==> src/hdl/xcom_pkg.sv <==
`default_nettype none

package xcom_pkg;

   ////////////////////////////////////////////////////////////////////////////
   // Field types

   // Command opcode, upper half of a header
   typedef logic [3:0]  op_t;
   // Board ID, also used as memory address
   typedef logic [3:0]  id_t;
   // Opcode in [7:4], ID or address in [3:0], length select in [6:5]
   typedef logic [7:0]  hdr_t;
   typedef logic [31:0] data_t;
   // Serial half-period setting
   typedef logic [2:0]  tick_t;

   typedef enum logic [1:0] {
      TX_IDLE,
      TX_LOW,
      TX_HIGH,
      TX_GAP
   } tx_state_t;

   typedef enum logic {
      RX_HDR,
      RX_DATA
   } rx_state_t;

   ////////////////////////////////////////////////////////////////////////////
   // Constants

   localparam int unsigned MEM_DEPTH = 15;

   // Local opcodes
   localparam op_t OP_LOC_SET_ID = 4'b0000;
   localparam op_t OP_LOC_WFLG   = 4'b0001;
   localparam op_t OP_LOC_WREG   = 4'b0010;
   localparam op_t OP_LOC_WMEM   = 4'b0011;
   // Network opcodes
   localparam op_t OP_AUTO_ID    = 4'b1001;

   // Each serial clock level lasts tick + TICK_MIN cycles
   localparam int unsigned TICK_MIN = 2;

   // Data bits in a frame, from header bits 6 and 5
   function automatic logic [5:0] data_len(input logic [1:0] len_sel);
      logic [5:0] len;
      case (len_sel)
         2'b00:   len = 6'd0;
         2'b01:   len = 6'd8;
         2'b10:   len = 6'd16;
         default: len = 6'd32;
      endcase
      return len;
   endfunction

endpackage

`default_nettype wire

==> src/hdl/xcom_cmd_exec.sv <==
`default_nettype none

module xcom_cmd_exec import xcom_pkg::*; (
   input  wire logic  c_clk_i,
   input  wire logic  c_rst_ni,
   input  wire logic  loc_req_i,
   input  wire logic  net_req_i,
   input  wire hdr_t  op_i,
   input  wire data_t dt_i,
   input  wire logic  tx_rdy_i,
   input  wire logic  rx_vld_i,
   input  wire op_t   rx_op_i,
   input  wire id_t   rx_id_i,
   input  wire data_t rx_dt_i,
   output logic       loc_ack_o,
   output logic       net_ack_o,
   output logic       tx_start_o,
   output hdr_t       tx_hdr_o,
   output logic       rdy_o,
   output logic       vld_o,
   output logic       flag_o,
   output data_t      dt1_o,
   output data_t      dt2_o,
   output id_t        id_o,
   output data_t      mem_o [MEM_DEPTH]
);

   logic  loc_ack_q, net_ack_q;
   logic  loc_exec;
   op_t   loc_op;
   logic  loc_id_en, loc_wflg_en, loc_wreg_en, loc_wmem_en;
   logic  rx_exec;
   logic  rx_no_dt, rx_wflg_en, rx_wreg_en, rx_wmem_en, rx_auto_id;
   logic  tx_auto_id;
   logic  wflg_en, wreg_en, wmem_en;
   logic  sel_bit;
   data_t wr_dt;
   id_t   mem_addr;
   logic  flag_q, wreg_q, auto_pend_q;
   data_t reg1_q, reg2_q;
   data_t mem_q [MEM_DEPTH];
   id_t   board_id_q;

   ////////////////////////////////////////////////////////////////////////////
   // Handshakes

   always_ff @(posedge c_clk_i or negedge c_rst_ni) begin
      if (!c_rst_ni) begin
         loc_ack_q <= 1'b0;
         net_ack_q <= 1'b0;
      end else begin
         if (loc_req_i && !loc_ack_q) begin
            loc_ack_q <= 1'b1;
         end else if (!loc_req_i && loc_ack_q) begin
            loc_ack_q <= 1'b0;
         end
         // Network ack moves only while serializer is free
         if (net_req_i && !net_ack_q && tx_rdy_i) begin
            net_ack_q <= 1'b1;
         end else if (!net_req_i && net_ack_q && tx_rdy_i) begin
            net_ack_q <= 1'b0;
         end
      end
   end

   assign tx_start_o = net_req_i & ~net_ack_q & tx_rdy_i;
   // Sent header carries own board ID
   assign tx_hdr_o   = {op_i[7:4], board_id_q};
   assign tx_auto_id = tx_start_o & (op_i[7:4] == OP_AUTO_ID);

   ////////////////////////////////////////////////////////////////////////////
   // Decode

   // Local command executes in first req cycle
   assign loc_exec    = loc_req_i & ~loc_ack_q;
   assign loc_op      = op_i[7:4];
   assign loc_id_en   = loc_exec & (loc_op == OP_LOC_SET_ID);
   assign loc_wflg_en = loc_exec & (loc_op == OP_LOC_WFLG);
   assign loc_wreg_en = loc_exec & (loc_op == OP_LOC_WREG);
   assign loc_wmem_en = loc_exec & (loc_op == OP_LOC_WMEM);

   // Received command dropped while a local command executes
   assign rx_exec    = rx_vld_i & ~loc_exec;

   // Received opcode bits 2:1 are the header length bits
   assign rx_no_dt   = ~|rx_op_i[2:1];
   assign rx_wflg_en = rx_exec & ~rx_op_i[3] & rx_no_dt;
   assign rx_wreg_en = rx_exec & ~rx_op_i[3] & ~rx_no_dt;
   assign rx_wmem_en = rx_exec & rx_op_i[3] & ~rx_no_dt & ~rx_op_i[0];
   assign rx_auto_id = rx_exec & (rx_op_i == OP_AUTO_ID);

   // Local path wins over receive
   assign wflg_en  = loc_wflg_en | rx_wflg_en;
   assign wreg_en  = loc_wreg_en | rx_wreg_en;
   assign wmem_en  = loc_wmem_en | rx_wmem_en;
   assign sel_bit  = loc_exec ? op_i[0] : rx_op_i[0];
   assign wr_dt    = loc_exec ? dt_i : rx_dt_i;
   assign mem_addr = loc_exec ? op_i[3:0] : rx_id_i + 4'd1;

   ////////////////////////////////////////////////////////////////////////////
   // Flag, registers, memory

   always_ff @(posedge c_clk_i or negedge c_rst_ni) begin
      if (!c_rst_ni) begin
         flag_q <= 1'b0;
         wreg_q <= 1'b0;
         reg1_q <= '0;
         reg2_q <= '0;
         mem_q  <= '{default: '0};
      end else begin
         wreg_q <= wreg_en;
         if (wflg_en) begin
            flag_q <= sel_bit;
         end else if (wreg_en) begin
            // Bit 0 picks the register
            if (sel_bit) begin
               reg2_q <= wr_dt;
            end else begin
               reg1_q <= wr_dt;
            end
         end else if (wmem_en && mem_addr < MEM_DEPTH) begin
            mem_q[mem_addr] <= wr_dt;
         end
      end
   end

   ////////////////////////////////////////////////////////////////////////////
   // Board ID and auto-ID sequence

   always_ff @(posedge c_clk_i or negedge c_rst_ni) begin
      if (!c_rst_ni) begin
         board_id_q  <= '0;
         auto_pend_q <= 1'b0;
      end else if (loc_id_en) begin
         board_id_q <= op_i[3:0];
      end else if (tx_auto_id) begin
         auto_pend_q <= 1'b1;
      end else if (rx_auto_id && auto_pend_q) begin
         // Own command returned so take previous ID plus one
         auto_pend_q <= 1'b0;
         board_id_q  <= rx_id_i + 4'd1;
      end
   end

   assign loc_ack_o = loc_ack_q;
   assign net_ack_o = net_ack_q;
   assign rdy_o     = tx_rdy_i & ~loc_req_i & ~loc_ack_q;
   assign vld_o     = wreg_q;
   assign flag_o    = flag_q;
   assign dt1_o     = reg1_q;
   assign dt2_o     = reg2_q;
   assign id_o      = board_id_q;
   assign mem_o     = mem_q;

endmodule

`default_nettype wire

==> src/hdl/xcom_rx_deserializer.sv <==
`default_nettype none

module xcom_rx_deserializer import xcom_pkg::*; (
   input  wire logic c_clk_i,
   input  wire logic c_rst_ni,
   input  wire logic rx_dt_i,
   input  wire logic rx_ck_i,
   output logic      vld_o,
   output op_t       op_o,
   output id_t       id_o,
   output data_t     dt_o
);

   logic [1:0] dt_sync_q;
   logic [2:0] ck_sync_q;
   logic       bit_s;
   logic       rise;
   rx_state_t  state_q;
   logic [5:0] cnt_q;
   hdr_t       hdr_q;
   hdr_t       hdr_next;
   data_t      dt_q;
   logic [5:0] len;

   ////////////////////////////////////////////////////////////////////////////
   // Input synchronizers

   // Two flops on both lines, third clock flop for edge detect
   always_ff @(posedge c_clk_i or negedge c_rst_ni) begin
      if (!c_rst_ni) begin
         dt_sync_q <= '0;
         ck_sync_q <= '0;
      end else begin
         dt_sync_q <= {dt_sync_q[0], rx_dt_i};
         ck_sync_q <= {ck_sync_q[1:0], rx_ck_i};
      end
   end

   assign bit_s = dt_sync_q[1];
   assign rise  = ck_sync_q[1] & ~ck_sync_q[2];

   // Header as it will be once the current bit is in
   assign hdr_next = {hdr_q[6:0], bit_s};
   assign len      = data_len(hdr_next[6:5]);

   ////////////////////////////////////////////////////////////////////////////
   // Shift registers

   always_ff @(posedge c_clk_i) begin
      if (rise) begin
         if (state_q == RX_HDR) begin
            hdr_q <= hdr_next;
            // Clear data at header end, keeps unused bits zero
            if (cnt_q == 6'd7) begin
               dt_q <= '0;
            end
         end else begin
            dt_q <= {dt_q[30:0], bit_s};
         end
      end
   end

   ////////////////////////////////////////////////////////////////////////////
   // Frame FSM

   always_ff @(posedge c_clk_i or negedge c_rst_ni) begin
      if (!c_rst_ni) begin
         state_q <= RX_HDR;
         cnt_q   <= '0;
         vld_o   <= 1'b0;
      end else begin
         vld_o <= 1'b0;
         if (rise) begin
            case (state_q)
               RX_HDR: begin
                  if (cnt_q == 6'd7) begin
                     // No data bits, frame complete now
                     if (len == 6'd0) begin
                        vld_o <= 1'b1;
                        cnt_q <= '0;
                     end else begin
                        state_q <= RX_DATA;
                        cnt_q   <= len;
                     end
                  end else begin
                     cnt_q <= cnt_q + 6'd1;
                  end
               end
               default: begin
                  // Count down remaining data bits
                  if (cnt_q == 6'd1) begin
                     vld_o   <= 1'b1;
                     state_q <= RX_HDR;
                     cnt_q   <= '0;
                  end else begin
                     cnt_q <= cnt_q - 6'd1;
                  end
               end
            endcase
         end
      end
   end

   assign op_o = hdr_q[7:4];
   assign id_o = hdr_q[3:0];
   assign dt_o = dt_q;

endmodule

`default_nettype wire

==> src/hdl/xcom_top.sv <==
`default_nettype none

module xcom_top import xcom_pkg::*; (
   input  wire logic  c_clk_i,
   input  wire logic  c_rst_ni,
   // Local command
   input  wire logic  cmd_loc_req_i,
   output logic       cmd_loc_ack_o,
   // Network command
   input  wire logic  cmd_net_req_i,
   output logic       cmd_net_ack_o,
   // Shared command fields
   input  wire hdr_t  cmd_op_i,
   input  wire data_t cmd_dt_i,
   // Serial half-period
   input  wire tick_t tick_cfg_i,
   // Serial link
   output logic       tx_dt_o,
   output logic       tx_ck_o,
   input  wire logic  rx_dt_i,
   input  wire logic  rx_ck_i,
   // Results
   output logic       qp_rdy_o,
   output logic       qp_vld_o,
   output logic       qp_flag_o,
   output data_t      qp_dt1_o,
   output data_t      qp_dt2_o,
   output id_t        xcom_id_o,
   output data_t      xcom_mem_o [MEM_DEPTH]
);

   logic  tx_rdy;
   logic  tx_start;
   hdr_t  tx_hdr;
   logic  rx_vld;
   op_t   rx_op;
   id_t   rx_id;
   data_t rx_dt;

   ////////////////////////////////////////////////////////////////////////////
   // Transmit path

   xcom_tx_serializer u_tx (
      .c_clk_i  (c_clk_i),
      .c_rst_ni (c_rst_ni),
      .start_i  (tx_start),
      .hdr_i    (tx_hdr),
      .dt_i     (cmd_dt_i),
      .tick_i   (tick_cfg_i),
      .rdy_o    (tx_rdy),
      .tx_dt_o  (tx_dt_o),
      .tx_ck_o  (tx_ck_o)
   );

   ////////////////////////////////////////////////////////////////////////////
   // Receive path

   xcom_rx_deserializer u_rx (
      .c_clk_i  (c_clk_i),
      .c_rst_ni (c_rst_ni),
      .rx_dt_i  (rx_dt_i),
      .rx_ck_i  (rx_ck_i),
      .vld_o    (rx_vld),
      .op_o     (rx_op),
      .id_o     (rx_id),
      .dt_o     (rx_dt)
   );

   ////////////////////////////////////////////////////////////////////////////
   // Command execution

   xcom_cmd_exec u_exec (
      .c_clk_i    (c_clk_i),
      .c_rst_ni   (c_rst_ni),
      .loc_req_i  (cmd_loc_req_i),
      .net_req_i  (cmd_net_req_i),
      .op_i       (cmd_op_i),
      .dt_i       (cmd_dt_i),
      .tx_rdy_i   (tx_rdy),
      .rx_vld_i   (rx_vld),
      .rx_op_i    (rx_op),
      .rx_id_i    (rx_id),
      .rx_dt_i    (rx_dt),
      .loc_ack_o  (cmd_loc_ack_o),
      .net_ack_o  (cmd_net_ack_o),
      .tx_start_o (tx_start),
      .tx_hdr_o   (tx_hdr),
      .rdy_o      (qp_rdy_o),
      .vld_o      (qp_vld_o),
      .flag_o     (qp_flag_o),
      .dt1_o      (qp_dt1_o),
      .dt2_o      (qp_dt2_o),
      .id_o       (xcom_id_o),
      .mem_o      (xcom_mem_o)
   );

endmodule

`default_nettype wire

==> src/hdl/xcom_tx_serializer.sv <==
`default_nettype none

module xcom_tx_serializer import xcom_pkg::*; (
   input  wire logic  c_clk_i,
   input  wire logic  c_rst_ni,
   input  wire logic  start_i,
   input  wire hdr_t  hdr_i,
   input  wire data_t dt_i,
   input  wire tick_t tick_i,
   output logic       rdy_o,
   output logic       tx_dt_o,
   output logic       tx_ck_o
);

   tx_state_t   state_q;
   logic [3:0]  cnt_q;
   logic [5:0]  bits_q;
   logic [39:0] sr_q;
   tick_t       tick_q;
   logic [3:0]  half_m1;
   logic        half_end;
   logic [5:0]  len;
   data_t       dt_aligned;

   ////////////////////////////////////////////////////////////////////////////
   // Frame setup

   assign len        = data_len(hdr_i[6:5]);
   // Used data bits pushed up against the header, zeros below
   assign dt_aligned = dt_i << (6'd32 - len);

   // Last cycle of a half-period
   assign half_m1  = {1'b0, tick_q} + 4'(TICK_MIN - 1);
   assign half_end = (cnt_q == half_m1);

   // Header and data latched at start, shifted after each high half
   always_ff @(posedge c_clk_i) begin
      if (start_i && state_q == TX_IDLE) begin
         sr_q   <= {hdr_i, dt_aligned};
         tick_q <= tick_i;
      end else if (state_q == TX_HIGH && half_end) begin
         sr_q <= {sr_q[38:0], 1'b0};
      end
   end

   ////////////////////////////////////////////////////////////////////////////
   // Bit timing FSM

   always_ff @(posedge c_clk_i or negedge c_rst_ni) begin
      if (!c_rst_ni) begin
         state_q <= TX_IDLE;
         cnt_q   <= '0;
         bits_q  <= '0;
      end else begin
         // Half-period counter runs in every busy state
         if (state_q != TX_IDLE) begin
            cnt_q <= half_end ? 4'd0 : cnt_q + 4'd1;
         end
         case (state_q)
            TX_IDLE: begin
               if (start_i) begin
                  state_q <= TX_LOW;
                  cnt_q   <= '0;
                  bits_q  <= 6'd8 + len;
               end
            end
            TX_LOW: begin
               if (half_end) begin
                  state_q <= TX_HIGH;
               end
            end
            TX_HIGH: begin
               if (half_end) begin
                  // Last bit done, trailing low gap
                  if (bits_q == 6'd1) begin
                     state_q <= TX_GAP;
                  end else begin
                     state_q <= TX_LOW;
                  end
                  bits_q <= bits_q - 6'd1;
               end
            end
            default: begin
               if (half_end) begin
                  state_q <= TX_IDLE;
               end
            end
         endcase
      end
   end

   ////////////////////////////////////////////////////////////////////////////
   // Outputs

   assign rdy_o   = (state_q == TX_IDLE);
   assign tx_ck_o = (state_q == TX_HIGH);
   // Line held low while idle
   assign tx_dt_o = sr_q[39] & (state_q != TX_IDLE);

endmodule

`default_nettype wire

==> config.mk <==
export PLATFORM = sky130hd
export DESIGN_NAME = xcom_top
export DESIGN_NICKNAME = d
export VERILOG_FILES = /design/src/hdl/xcom_pkg.sv /design/src/hdl/xcom_cmd_exec.sv /design/src/hdl/xcom_rx_deserializer.sv /design/src/hdl/xcom_top.sv /design/src/hdl/xcom_tx_serializer.sv
export SDC_FILE = /design/constraint.sdc
export NUM_CORES = 1
export LEC_CHECK = 0
export ABC_AREA = 1
export BUFFER_PORTS_ARGS = -buffer_cell sky130_fd_sc_hd__buf_2
export CORE_ASPECT_RATIO = 1.5
export CORE_MARGIN = 8
export CORE_UTILIZATION = 55
export CTS_BUF_LIST = sky130_fd_sc_hd__clkbuf_8
export DETAILED_ROUTE_END_ITERATION = 16
export PLACE_DENSITY = 0.81
export SYNTH_ARGS = -nofsm -noshare
export SYNTH_HDL_FRONTEND = slang
export SYNTH_SLANG_ARGS = --single-unit
==> constraint.sdc <==
create_clock -name c_clk_i -period 4.4 [get_ports c_clk_i]
set_input_delay 0 -clock c_clk_i [delete_from_list [all_inputs] [get_ports c_clk_i]]
set_output_delay 0 -clock c_clk_i [all_outputs]
set_load 0.02 [all_outputs]
# == Yosys cells after proc, flatten, opt, wreduce, memory -nomap -nowiden ==
# Index checks and enable logic that the tools add are counted.
# W data, S select, Z words.
# op_classes
n_addsub,8
n_lt_le_gt_ge,3
n_eq_ne,19
shift,1
mux,47
n_bitwise,36
n_reduce_logical,40
# ops
op,n
$bwmux W480,1
$demux W32 S4,1
$mux W32,4
$mux W40,2
$mux W6,6
$pmux W6 S3,2
$mux W4,8
$shl A32 B6 Y32,1
$and A1 B1 Y1,20
$reduce_bool A2 Y1,9
$mux W1,16
$eq A6 B1 Y1 const B,2
$not A1 Y1,12
$pmux W6 S2,1
$reduce_and A3 Y1,4
$sub A6 B1 Y6 const B,2
$logic_and A1 B1 Y1,11
$mux W2,5
$add A4 B1 Y4 const B,2
$eq A4 B2 Y1 const B,2
$eq A4 B4 Y1 const B,2
$reduce_and A2 Y1,4
$add A4 B6 Y6 const A,1
$add A6 B1 Y6 const B,1
21 further kinds,35
# totals
register_bits,661
input_bits,49

# == Longest topological paths before layout ==
# Gate-level depths: netlist (run 1).
# logic_depth
ltp_word,10
mapped_depth,13

# == Modules after synthesis ==
# Synthesis (run 1) repeated with hierarchy kept, for this count alone.
# hier_totals
cells_unflattened,3741
area_unflattened_um2,32733.9
# by_module_without_submodules
mod,instances,cells_each,area_each_um2,seq_area_each_um2
xcom_cmd_exec,1,3176,27360.0,13838.3
xcom_tx_serializer,1,357,3080.5,1591.5
xcom_rx_deserializer,1,208,2293.4,1526.5

# == Worst setup path after synthesis (run 1) ==
# No wires, ideal clock.
# synth_timing
kind,reg2reg
start,register u_tx.tick_q[0]
end,register u_tx.sr_q[0] (enable)
arrival_time_ps,2343
t_required_ps,3999
path_slack_ps,1656
stages_incl_launch_ff,9
n_path_buf,0
synth_period_minus_slack_ps,2744
cell_sequence,edfxtp_1 ha_1 inv_1 nand2_1 nand2_1 nand2_1 nor2_1 nand3_1 nand2_1
# synth_between
elab_chain_cells,4
# synth_rtl
item,line,text
start: declaration,xcom_tx_serializer.sv:19,tick_t tick_q;
start signal: assignment,xcom_tx_serializer.sv:40,tick_q <= tick_i;
$add A3 B1 Y4,xcom_tx_serializer.sv:33,"assign half_m1 = {1'b0, tick_q} + 4'(TICK_MIN - 1);"
$eq A4 B4 Y1,xcom_tx_serializer.sv:34,assign half_end = (cnt_q == half_m1);
$logic_and A1 B1 Y1,xcom_tx_serializer.sv:41,end else if (state_q == TX_HIGH && half_end) begin
$reduce_bool A2 Y1 (no source line),-,
end signal: assignment,xcom_tx_serializer.sv:39,"sr_q <= {hdr_i, dt_aligned};"
end signal: assignment,xcom_tx_serializer.sv:42,"sr_q <= {sr_q[38:0], 1'b0};"
end: declaration,xcom_tx_serializer.sv:18,logic [39:0] sr_q;
# Every way passes these cells.
# A chain may end at the register's enable or synchronous reset.

# == Worst setup path after layout (run 1) ==
# layout_timing
start,register u_tx.state_q[0]
end,"register u_exec.board_id_q[0], in the netlist u_exec.id_o[0]"
# layout_between
elab_chain_cells,5
# layout_rtl
item,line,text
start: declaration,xcom_tx_serializer.sv:15,tx_state_t state_q;
start signal: assignment,xcom_tx_serializer.sv:51,state_q <= TX_IDLE;
start signal: assignment,xcom_tx_serializer.sv:62,state_q <= TX_LOW;
start signal: assignment,xcom_tx_serializer.sv:69,state_q <= TX_HIGH;
$logic_not A2 Y1,xcom_tx_serializer.sv:95,assign rdy_o = (state_q == TX_IDLE);
$and A1 B1 Y1,xcom_cmd_exec.sv:66,assign tx_start_o = net_req_i & ~net_ack_q & tx_rdy_i;
$and A1 B1 Y1,xcom_cmd_exec.sv:69,assign tx_auto_id = tx_start_o & (op_i[7:4] == OP_AUTO_ID);
$ne A2 B1 Y1 (no source line),-,
$reduce_and A2 Y1 (no source line),-,
end signal: assignment,xcom_cmd_exec.sv:135,board_id_q <= op_i[3:0];
end signal: assignment,xcom_cmd_exec.sv:141,board_id_q <= rx_id_i + 4'd1;
end: declaration,xcom_cmd_exec.sv:42,id_t board_id_q;
# Every way passes these cells.

==> results of run 1 <==
-- cells by family (layout without fill, tap and decap cells) --
kind of cell | Yosys count | count (layout) | synth area share (%)
AOI/OAI and AO/OA | 123 | 123 | 2.47
xor gates and xnor gates | 7 | 7 | 0.227
adders and majority gates | 12 | 12 | 0.556
buffers and inverters | 283 | 1024 | 4.52
DFF | 661 | 661 | 62.8
muxes | 8 | 8 | 0.297
other | 0 | 1 | 0
and+or+nand+nor | 2010 | 2010 | 29.1
-- how the worst max path moves through the flow --
stage                             end  slack [ns]
finish                 u_exec.id_o[0]        1.14
floorplan                u_tx.sr_q[0]        1.66
global placement    u_exec.mem_o[444]        1.62
CTS                  u_exec.dt1_o[13]        1.24
global route           u_exec.id_o[0]        0.98
detailed placement  u_exec.mem_o[440]        1.48
-- tightest hold or removal path, stage by stage --
cell           delay (ns)
dlygate4sd3_1        0.53
buf_2                0.11
inv_1                0.05
o21ai_0              0.16
-- flip-flops by register name, indices dropped and copies added (netlist names), 3 cells and up --
name and count:
u_tx.cnt_q 4, u_rx.dt_o 32, u_exec.mem_o 480, u_tx.bits_q 6
u_tx.sr_q 40, u_rx.hdr_q 8, u_exec.id_o 4, u_rx.cnt_q 6
u_tx.tick_q 3, u_rx.ck_sync_q 3, u_exec.dt1_o 32, u_exec.dt2_o 32
-- cell usage after synthesis (2+ instances only) --
cell and count:
nand2_1 1854, dfrtp_1 578, inv_1 113, o21ai_0 105, clkbuf_1 94, edfxtp_1 83, nand3_1 74, buf_2 40
nor2_1 37, buf_4 25, ha_1 12, nor2_4 12, nand4_1 10, mux2i_1 8, nor2_2 8, a21oi_1 5
inv_2 5, xor2_1 5, nand2_2 4, nor3_1 4, a21oi_2 3, buf_1 3, nand3_4 3, o21ai_4 2
o31ai_1 2, xnor2_1 2
-- where the power goes --
| part | switching [W] | internal [W] | total [W] | leakage (nW) |
|---|---|---|---|---|
| registers | 0.000599 | 0.00717 | 0.00777 | 8.68 |
| logic | 0.00344 | 0.00123 | 0.00466 | 10.0 |
| clock network | 0.00242 | 0.00265 | 0.00507 | 1.19 |
-- timing repair --
action	4_1_cts	5_1_grt
setup endpoints to repair	0	0
buffers inserted	0	0
hold endpoints to repair	234	0
hold buffers	79	0
-- per-stage QoR --
step / instance area [µm²] / std cells / utilization [%] / power, W
2_1_floorplan: 27000 / 3104 / - / 0.0103
3_3_place_gp: 30500 / 4246 / 62.8 / 0.0122
3_5_place_dp: 30500 / 4246 / 62.8 / 0.0124
4_1_cts: 33300 / 4501 / 68.5 / 0.0175
5_1_grt: 33300 / 4502 / 68.6 / 0.0182
6_report: 33300 / 4502 / 68.6 / 0.0175
-- cell type report --
cell class / count / area (µm²) / area share [%]
antenna: 1 / 2.50 / 0.00752
clock buffer: 120 / 1650 / 4.96
clock inverter: 56 / 354 / 1.06
inverter: 120 / 455 / 1.37
multi-input combinational: 2160 / 8830 / 26.5
sequential: 661 / 17000 / 50.9
tap: 656 / 821 / 2.47
timing repair buffer: 728 / 4210 / 12.7
-- routing by layer --
layer	up-vias	routed length (µm)	track usage (%)
li1	10800	-	-
met1	11700	35100	41.2
met2	1687	46900	56.2
met3	407	10300	8.17
met4	0	8170	25.0
met5	-	0	0
==> metrics.md, run 1 <==
| Metric | Value |
|---|---|
| Final Hold Fails | `0` |
| I/O pins | `approximately 600` |
| H-tree Lvls | `3` |
| GPL Wtd Cong | `0.923` |
| Fmax | `~310 MHz` |
| Crit. path cell count | `9` |
| GRT Total Usage | `35.0%` |
| Required time worst endpoint | `approximately 5.0 ns` |
| Worst reg2reg setup slack | `about 1.1 ns` |
| Clock Pin Slew Worst Setup and Hold Paths | `about 0.07 ns` |
| Post-route setup slack | `around 1.1 ns` |
| Core footprint | `48,600 µm²` |
| Commonest non-fill, non-tap cells in the layout | `1,852 x nand2_1, 602 x buf_2, 578 x dfrtp_1` |
| Register area share after synthesis | `between 60% and 70%` |
| Die X | `between 150 and 200 µm` |
| CP peak stage delay | `0.56 ns` |
| Kind of critical path | `register to register` |
| Worst min path class | `input pin to register` |
| Initial antenna violation count | `1` |
| Total Routed Length | `roughly 100,000 µm` |
| RR Endpoint | `u_exec.id_o[0]` |
| CTS root buf | `clkbuf_8` |
| Critical Path AT | `roughly 3.8 ns` |
| CP Buf/Inv Count | `3` |
| DP Wirelength | `67,800 µm` |
| Synthesized cell area | `~27,000 µm²` |
| Critical Path End Type | `register` |
| Unrepaired setup endpoints after global routing | `false` |
| Maximum vdd ir drop | `around 0.45 mV` |
| Setup TNS Final | `0 ns` |
| Post-DR wirelength/cell | `22.3 µm` |
| Synthesized area per cell | `8.69 µm²` |
| Crit-path cells | `nor2_1 -> nand2_1 -> buf_4 -> nor2_1 -> nand3_1 -> nand3_1 -> dlygate4sd3_1 -> nand2_1 -> dlygate4sd3_1` |
| DRT iter0 DRCs | `2,375` |
| Least-Margin Pin Slew | `around 1.3 ns` |
| CTS Buf Count | `96` |
| Vias | `around 25,000` |
| Post-cts resize count | `0` |
| Syn Inst Count | `between 3,000 and 4,000` |
| Syn-to-layout area delta | `23.3%` |
| Skew final | `slightly below 0.03 ns` |
| Mapped Nets | `between 3,000 and 4,000` |
| Hold path startpoint | `cmd_net_req_i` |
| Leading area contributor after synthesis | `dfrtp_1` |
| CP startpoint kind | `register` |
| Status | `completed` |
| Async S/R FF share, synth | `87.4%` |
| First drt pass iteration count | `8` |
| Post-synth EDFFs | `83` |
| P_leak | `between 15 and 20 nW` |
| Fillers | `3,752` |
| Congestion Overflow GR | `0` |
| Top cells by area, synth | `dfrtp_1 54%, nand2_1 26%, edfxtp_1 9.2%` |
| Layout Nets | `approximately 3,800` |
| Reg2reg start | `u_tx.state_q[0]` |
| Final period util | `74.2%` |
| Pwr per Cell Area | `526 nW/µm²` |
| FF+latch count, synth | `around 660` |
| Share of layout cells above drive strength 1 | `21.6%` |
| Die area | `roughly 57,000 µm²` |
| Vias in the first global route | `23,900` |
| Slew HR | `between 10 and 15%` |
| Worst slack, placed | `roughly 1.5 ns` |
| CP top delay family | `buffers and inverters` |
| Tmin final | `about 3.3 ns` |
| Synth top area share | `between 50% and 60%` |
| # DRC | `0` |
| DR vias/cell | `roughly 5.5` |
| Max-Cap Viols | `0` |
| WHS | `around 0.19 ns` |
| Netlist cell types | `39` |
| Largest net degree at the start of global routing | `around 130` |
| Num rows | `99` |
| Commonest non-fill, non-tap cell in the layout | `nand2_1` |
| Max clock buf depth | `3` |
| CP max FO | `between 40 and 50` |
| Final ANT Viol Nets | `0` |
| Initial core utilization | `about 56%` |
| Hold path cells | `4` |
| Final setup violation count | `0` |
| Clk_lat worst skew | `about 0.70 ns` |
| Setup crit start | `u_tx.state_q[0]` |
| Ys Warns | `0` |
| Slowest stage cell on the critical path | `dlygate4sd3_1` |
| Pins Over Slew Limit | `0` |
| First-pass GRT wire length | `approximately 150,000 µm` |
| TritonCTS sink count | `between 600 and 700` |
| Primary FF master, synth | `dfrtp_1` |
| Hold Path End | `u_exec.net_ack_o` |
| Die Y | `around 290 µm` |
| R2R depth | `9` |
| Buffers on Ports | `603` |
| CTS tree | `built` |
Power figures use the tool's default switching activity.
==> inputs of run 2 (changes only) <==
Settings changed: ABC_AREA 1 to 0.
Clock period 4.4 ns to 3.25 ns, I/O delays scaled along.
==> metrics.md, run 2 <==
| Metric | Value |
|---|---|
| Final setup violation count | `0 (unchanged)` |
| Buffers on Ports | `603 (unchanged)` |
| Vias in the first global route | `19,500 (was 23,900)` |
| CTS Buf Count | `95 (was 96)` |
| P_leak | `17.6 nW (was 19.9 nW)` |
| Fillers | `3,257 (was 3,752)` |
| Syn Inst Count | `1,714 (was 3,104)` |
| Share of layout cells above drive strength 1 | `55.1% (was 21.6%)` |
| Pwr per Cell Area | `738 nW/µm² (was 526 nW/µm²)` |
| CP max FO | `34 (was 41)` |
| Setup TNS Final | `0 ns (unchanged)` |
| Required time worst endpoint | `3.87 ns (was 4.97 ns)` |
| Synthesized area per cell | `15.6 µm² (was 8.69 µm²)` |
| Synth cell count leaders | `578 x dfrtp_1, 543 x mux2_2, 83 x edfxtp_1 (was 1,854 x nand2_1, 578 x dfrtp_1, 113 x inv_1)` |
| Max Used Layer | `met4 (unchanged)` |
| CP startpoint kind | `register (unchanged)` |
| Worst min path class | `input pin to asynchronous set/reset pin (was input pin to register)` |
| Least-Margin Pin Slew | `0.842 ns (was 1.27 ns)` |
| Top cells by area, synth | `dfrtp_1 54%, mux2_2 23%, edfxtp_1 9.3% (was dfrtp_1 54%, nand2_1 26%, edfxtp_1 9.2%)` |
| Max FFs per register | `480 (unchanged)` |
| Total Routed Length | `83,300 µm (was 100,000 µm)` |
| Num rows | `99 (unchanged)` |
| Tmin final | `3.10 ns (was 3.26 ns)` |
| Die X | `196 µm (was 197 µm)` |
| Critical Path End Type | `register (unchanged)` |
| Skew final | `0.0330 ns (was 0.0291 ns)` |
| Crit-path cells | `inv_1 -> ha_2 -> buf_4 -> nand2_1 -> nor4_2 -> nand2_1 -> dlygate4sd3_1 -> o21ai_0 (was nor2_1 -> nand2_1 -> buf_4 -> nor2_1 -> nand3_1 -> nand3_1 -> dlygate4sd3_1 -> nand2_1 -> dlygate4sd3_1)` |
| First drt pass iteration count | `5 (was 8)` |
| Kind of critical path | `register to register (unchanged)` |
| Met2 Routed Length | `41,200 µm (was 46,900 µm)` |
| Slowest stage cell on the critical path | `dlygate4sd3_1 (unchanged)` |
| Reg2reg start | `u_exec.loc_ack_o (was u_tx.state_q[0])` |
| Fmax | `323 MHz (was 306 MHz)` |
| Maximum vdd ir drop | `0.553 mV (was 0.451 mV)` |
| Worst reg2reg setup slack | `0.15 ns (was 1.14 ns)` |
| DR WL met3 | `6980 µm (was 10,300 µm)` |
| Status | `completed (unchanged)` |
| FF+latch count, synth | `661 (unchanged)` |
| Post-route setup slack | `0.153 ns (was 1.14 ns)` |
| CP dominant cell by count | `nand2_1` |
| H-tree Lvls | `3 (unchanged)` |
| Clock Pin Slew Worst Setup and Hold Paths | `0.07 ns (about the same)` |
| CTS root buf | `clkbuf_8 (unchanged)` |
| Ys Warns | `0 (unchanged)` |
| DP Wirelength | `56,900 µm (was 67,800 µm)` |
| Wire length on met1 | `30,100 µm (was 35,100 µm)` |
| Commonest non-fill, non-tap cells in the layout | `602 x buf_2, 578 x dfrtp_1, 543 x mux2_2 (was 1,852 x nand2_1, 602 x buf_2, 578 x dfrtp_1)` |
| Syn-to-layout area delta | `23.2% (was 23.3%)` |
| Post-CTS Setup Bufs | `0 (unchanged)` |
| CTS tree | `built (unchanged)` |
| GPL Wtd Cong | `0.908 (was 0.923)` |
| Core footprint | `48,300 µm² (was 48,600 µm²)` |
| I/O pins | `604 (unchanged)` |
| Final Hold Fails | `0 (unchanged)` |
| Die area | `56,100 µm² (was 56,600 µm²)` |
| Synth top area share | `54.1% (was 53.6%)` |
| First-pass GRT wire length | `125,000 µm (was 148,000 µm)` |
| Initial core utilization | `55.4% (was 55.6%)` |
| WHS | `0.0288 ns (was 0.189 ns)` |
| Commonest non-fill, non-tap cell in the layout | `buf_2 (was nand2_1)` |
| Netlist cell types | `61 (was 39)` |
| Worst slack, placed | `0.438 ns (was 1.48 ns)` |
| Register area share after synthesis | `63.4% (was 62.8%)` |
| Async S/R FF share, synth | `87.4% (unchanged)` |
| Final period util | `95.3% (was 74.2%)` |
| Pins Over Slew Limit | `0 (unchanged)` |
| Die Y | `286 µm (was 287 µm)` |
| CP peak stage delay | `0.60 ns (was 0.56 ns)` |
| Dominant cell by count in the synthesized netlist | `dfrtp_1 (was nand2_1)` |
| Final ANT Viol Nets | `0 (unchanged)` |
| RR Endpoint | `u_exec.id_o[2] (was u_exec.id_o[0])` |
| Clk_lat worst skew | `0.71 ns (was 0.70 ns)` |
| Unrepaired setup endpoints after global routing | `false (unchanged)` |
| R2R depth | `8 (was 9)` |
| Mapped Nets | `1,775 (was 3,165)` |
| Vias | `17,900 (was 24,600)` |
| Max clock buf depth | `3 (unchanged)` |
| Initial antenna violation count | `2 (was 1)` |
| # DRC | `0 (unchanged)` |
| Max-Cap Viols | `0 (unchanged)` |
| Post-synth EDFFs | `83 (unchanged)` |
| Utilization after layout | `68.2% (was 68.6%)` |
| Primary FF master, synth | `dfrtp_1 (unchanged)` |
| DR vias/cell | `5.80 (was 5.47)` |
| Post-DR wirelength/cell | `27.0 µm (was 22.3 µm)` |
| Slew HR | `43.8% (was 14.9%)` |
| Layout Nets | `2,464 (was 3,828)` |
| GRT Total Usage | `29.5% (was 35.0%)` |
| Synthesized cell area | `26,700 µm² (was 27,000 µm²)` |
| Largest net degree at the start of global routing | `120 (was 125)` |
| Leading area contributor after synthesis | `dfrtp_1 (unchanged)` |
| TritonCTS sink count | `661 (unchanged)` |
| Congestion Overflow GR | `0 (unchanged)` |
| DRT iter0 DRCs | `1,295 (was 2,375)` |
| Critical Path AT | `3.71 ns (was 3.83 ns)` |
-- run 2: how the worst max path moves through the flow --
stage | endpoint | start | depth (start not counted) | slack (ns)
detailed placement | u_exec.mem_o[347] | u_exec.loc_ack_o | 8 | 0.44
CTS | u_exec.id_o[2] | u_exec.loc_ack_o | 8 | 0.16
global route | u_exec.id_o[2] | u_exec.loc_ack_o | 8 | 0.0009
floorplan | u_rx.dt_o[0] | u_rx.cnt_q[3] | 6 | 0.25
global placement | u_exec.mem_o[338] | u_exec.loc_ack_o | 8 | 0.55
finish | u_exec.id_o[2] | u_exec.loc_ack_o | 8 | 0.15
-- run 2: metrics by stage --
stage / std cells / instance area, µm² / total power (W)
3_5_place_dp: 2850 / 30300 / 0.0176
4_1_cts: 3088 / 32900 / 0.0244
2_1_floorplan: 1714 / 26700 / 0.0147
6_report: 3092 / 32900 / 0.0243
3_3_place_gp: 2850 / 30300 / 0.0173
5_1_grt: 3089 / 32900 / 0.0253
-- run 2: cell type report --
cell class	instances	area, µm²	area share, %
diodes	4	10.0	0.0304
clock buffers	120	1650	5.01
clock inverters	56	318	0.965
inverters	19	71.3	0.217
multi-input cells	922	8990	27.3
flip-flops and latches	661	17000	51.5
well taps	606	758	2.30
repair buffers	704	4180	12.7
-- run 2: logic make-up (layout without fill, tap and decap cells) --
kind of cell / count (synthesis) / in the layout / synth area share (%)
compound gates: 100 / 100 / 2.53
xor+xnor: 11 / 11 / 0.360
fa+ha+maj: 12 / 12 / 0.561
buf+inv: 131 / 899 / 3.04
flops: 661 / 661 / 63.4
mux: 607 / 607 / 25.8
other cells: 0 / 4 / 0
simple gates: 192 / 192 / 4.29
-- run 2: report_power, final --
part | total, W | switching [W] | internal, W | leakage, nW
sequential | 0.0109 | 0.000920 | 0.00993 | 8.66
clock | 0.00673 | 0.00323 | 0.00350 | 1.15
combinational | 0.00672 | 0.00436 | 0.00236 | 7.76
total | 0.0243 | 0.00851 | 0.0158 | 17.6
-- run 2: metal layers --
metal,GRT usage (%),vias up
met5,0,-
met4,17.4,0
li1,-,7489
met3,9.04,234
met1,33.9,9362
met2,48.3,863
-- run 2: worst max-delay path, delay by kind of cell (launching register included) --
family	cells	cell delay, ns
AOI/OAI and AO/OA	1	0.10
adders and majority gates	1	0.42
buffers and inverters	3	1.18
DFF	1	0.45
and+or+nand+nor	3	0.85
-- run 2: what timing repair did --
action,in CTS,in global routing
setup endpoints to repair,0,4
hold buffers,62,0
endpoints found under the hold margin,612,0
gates resized for setup,0,1
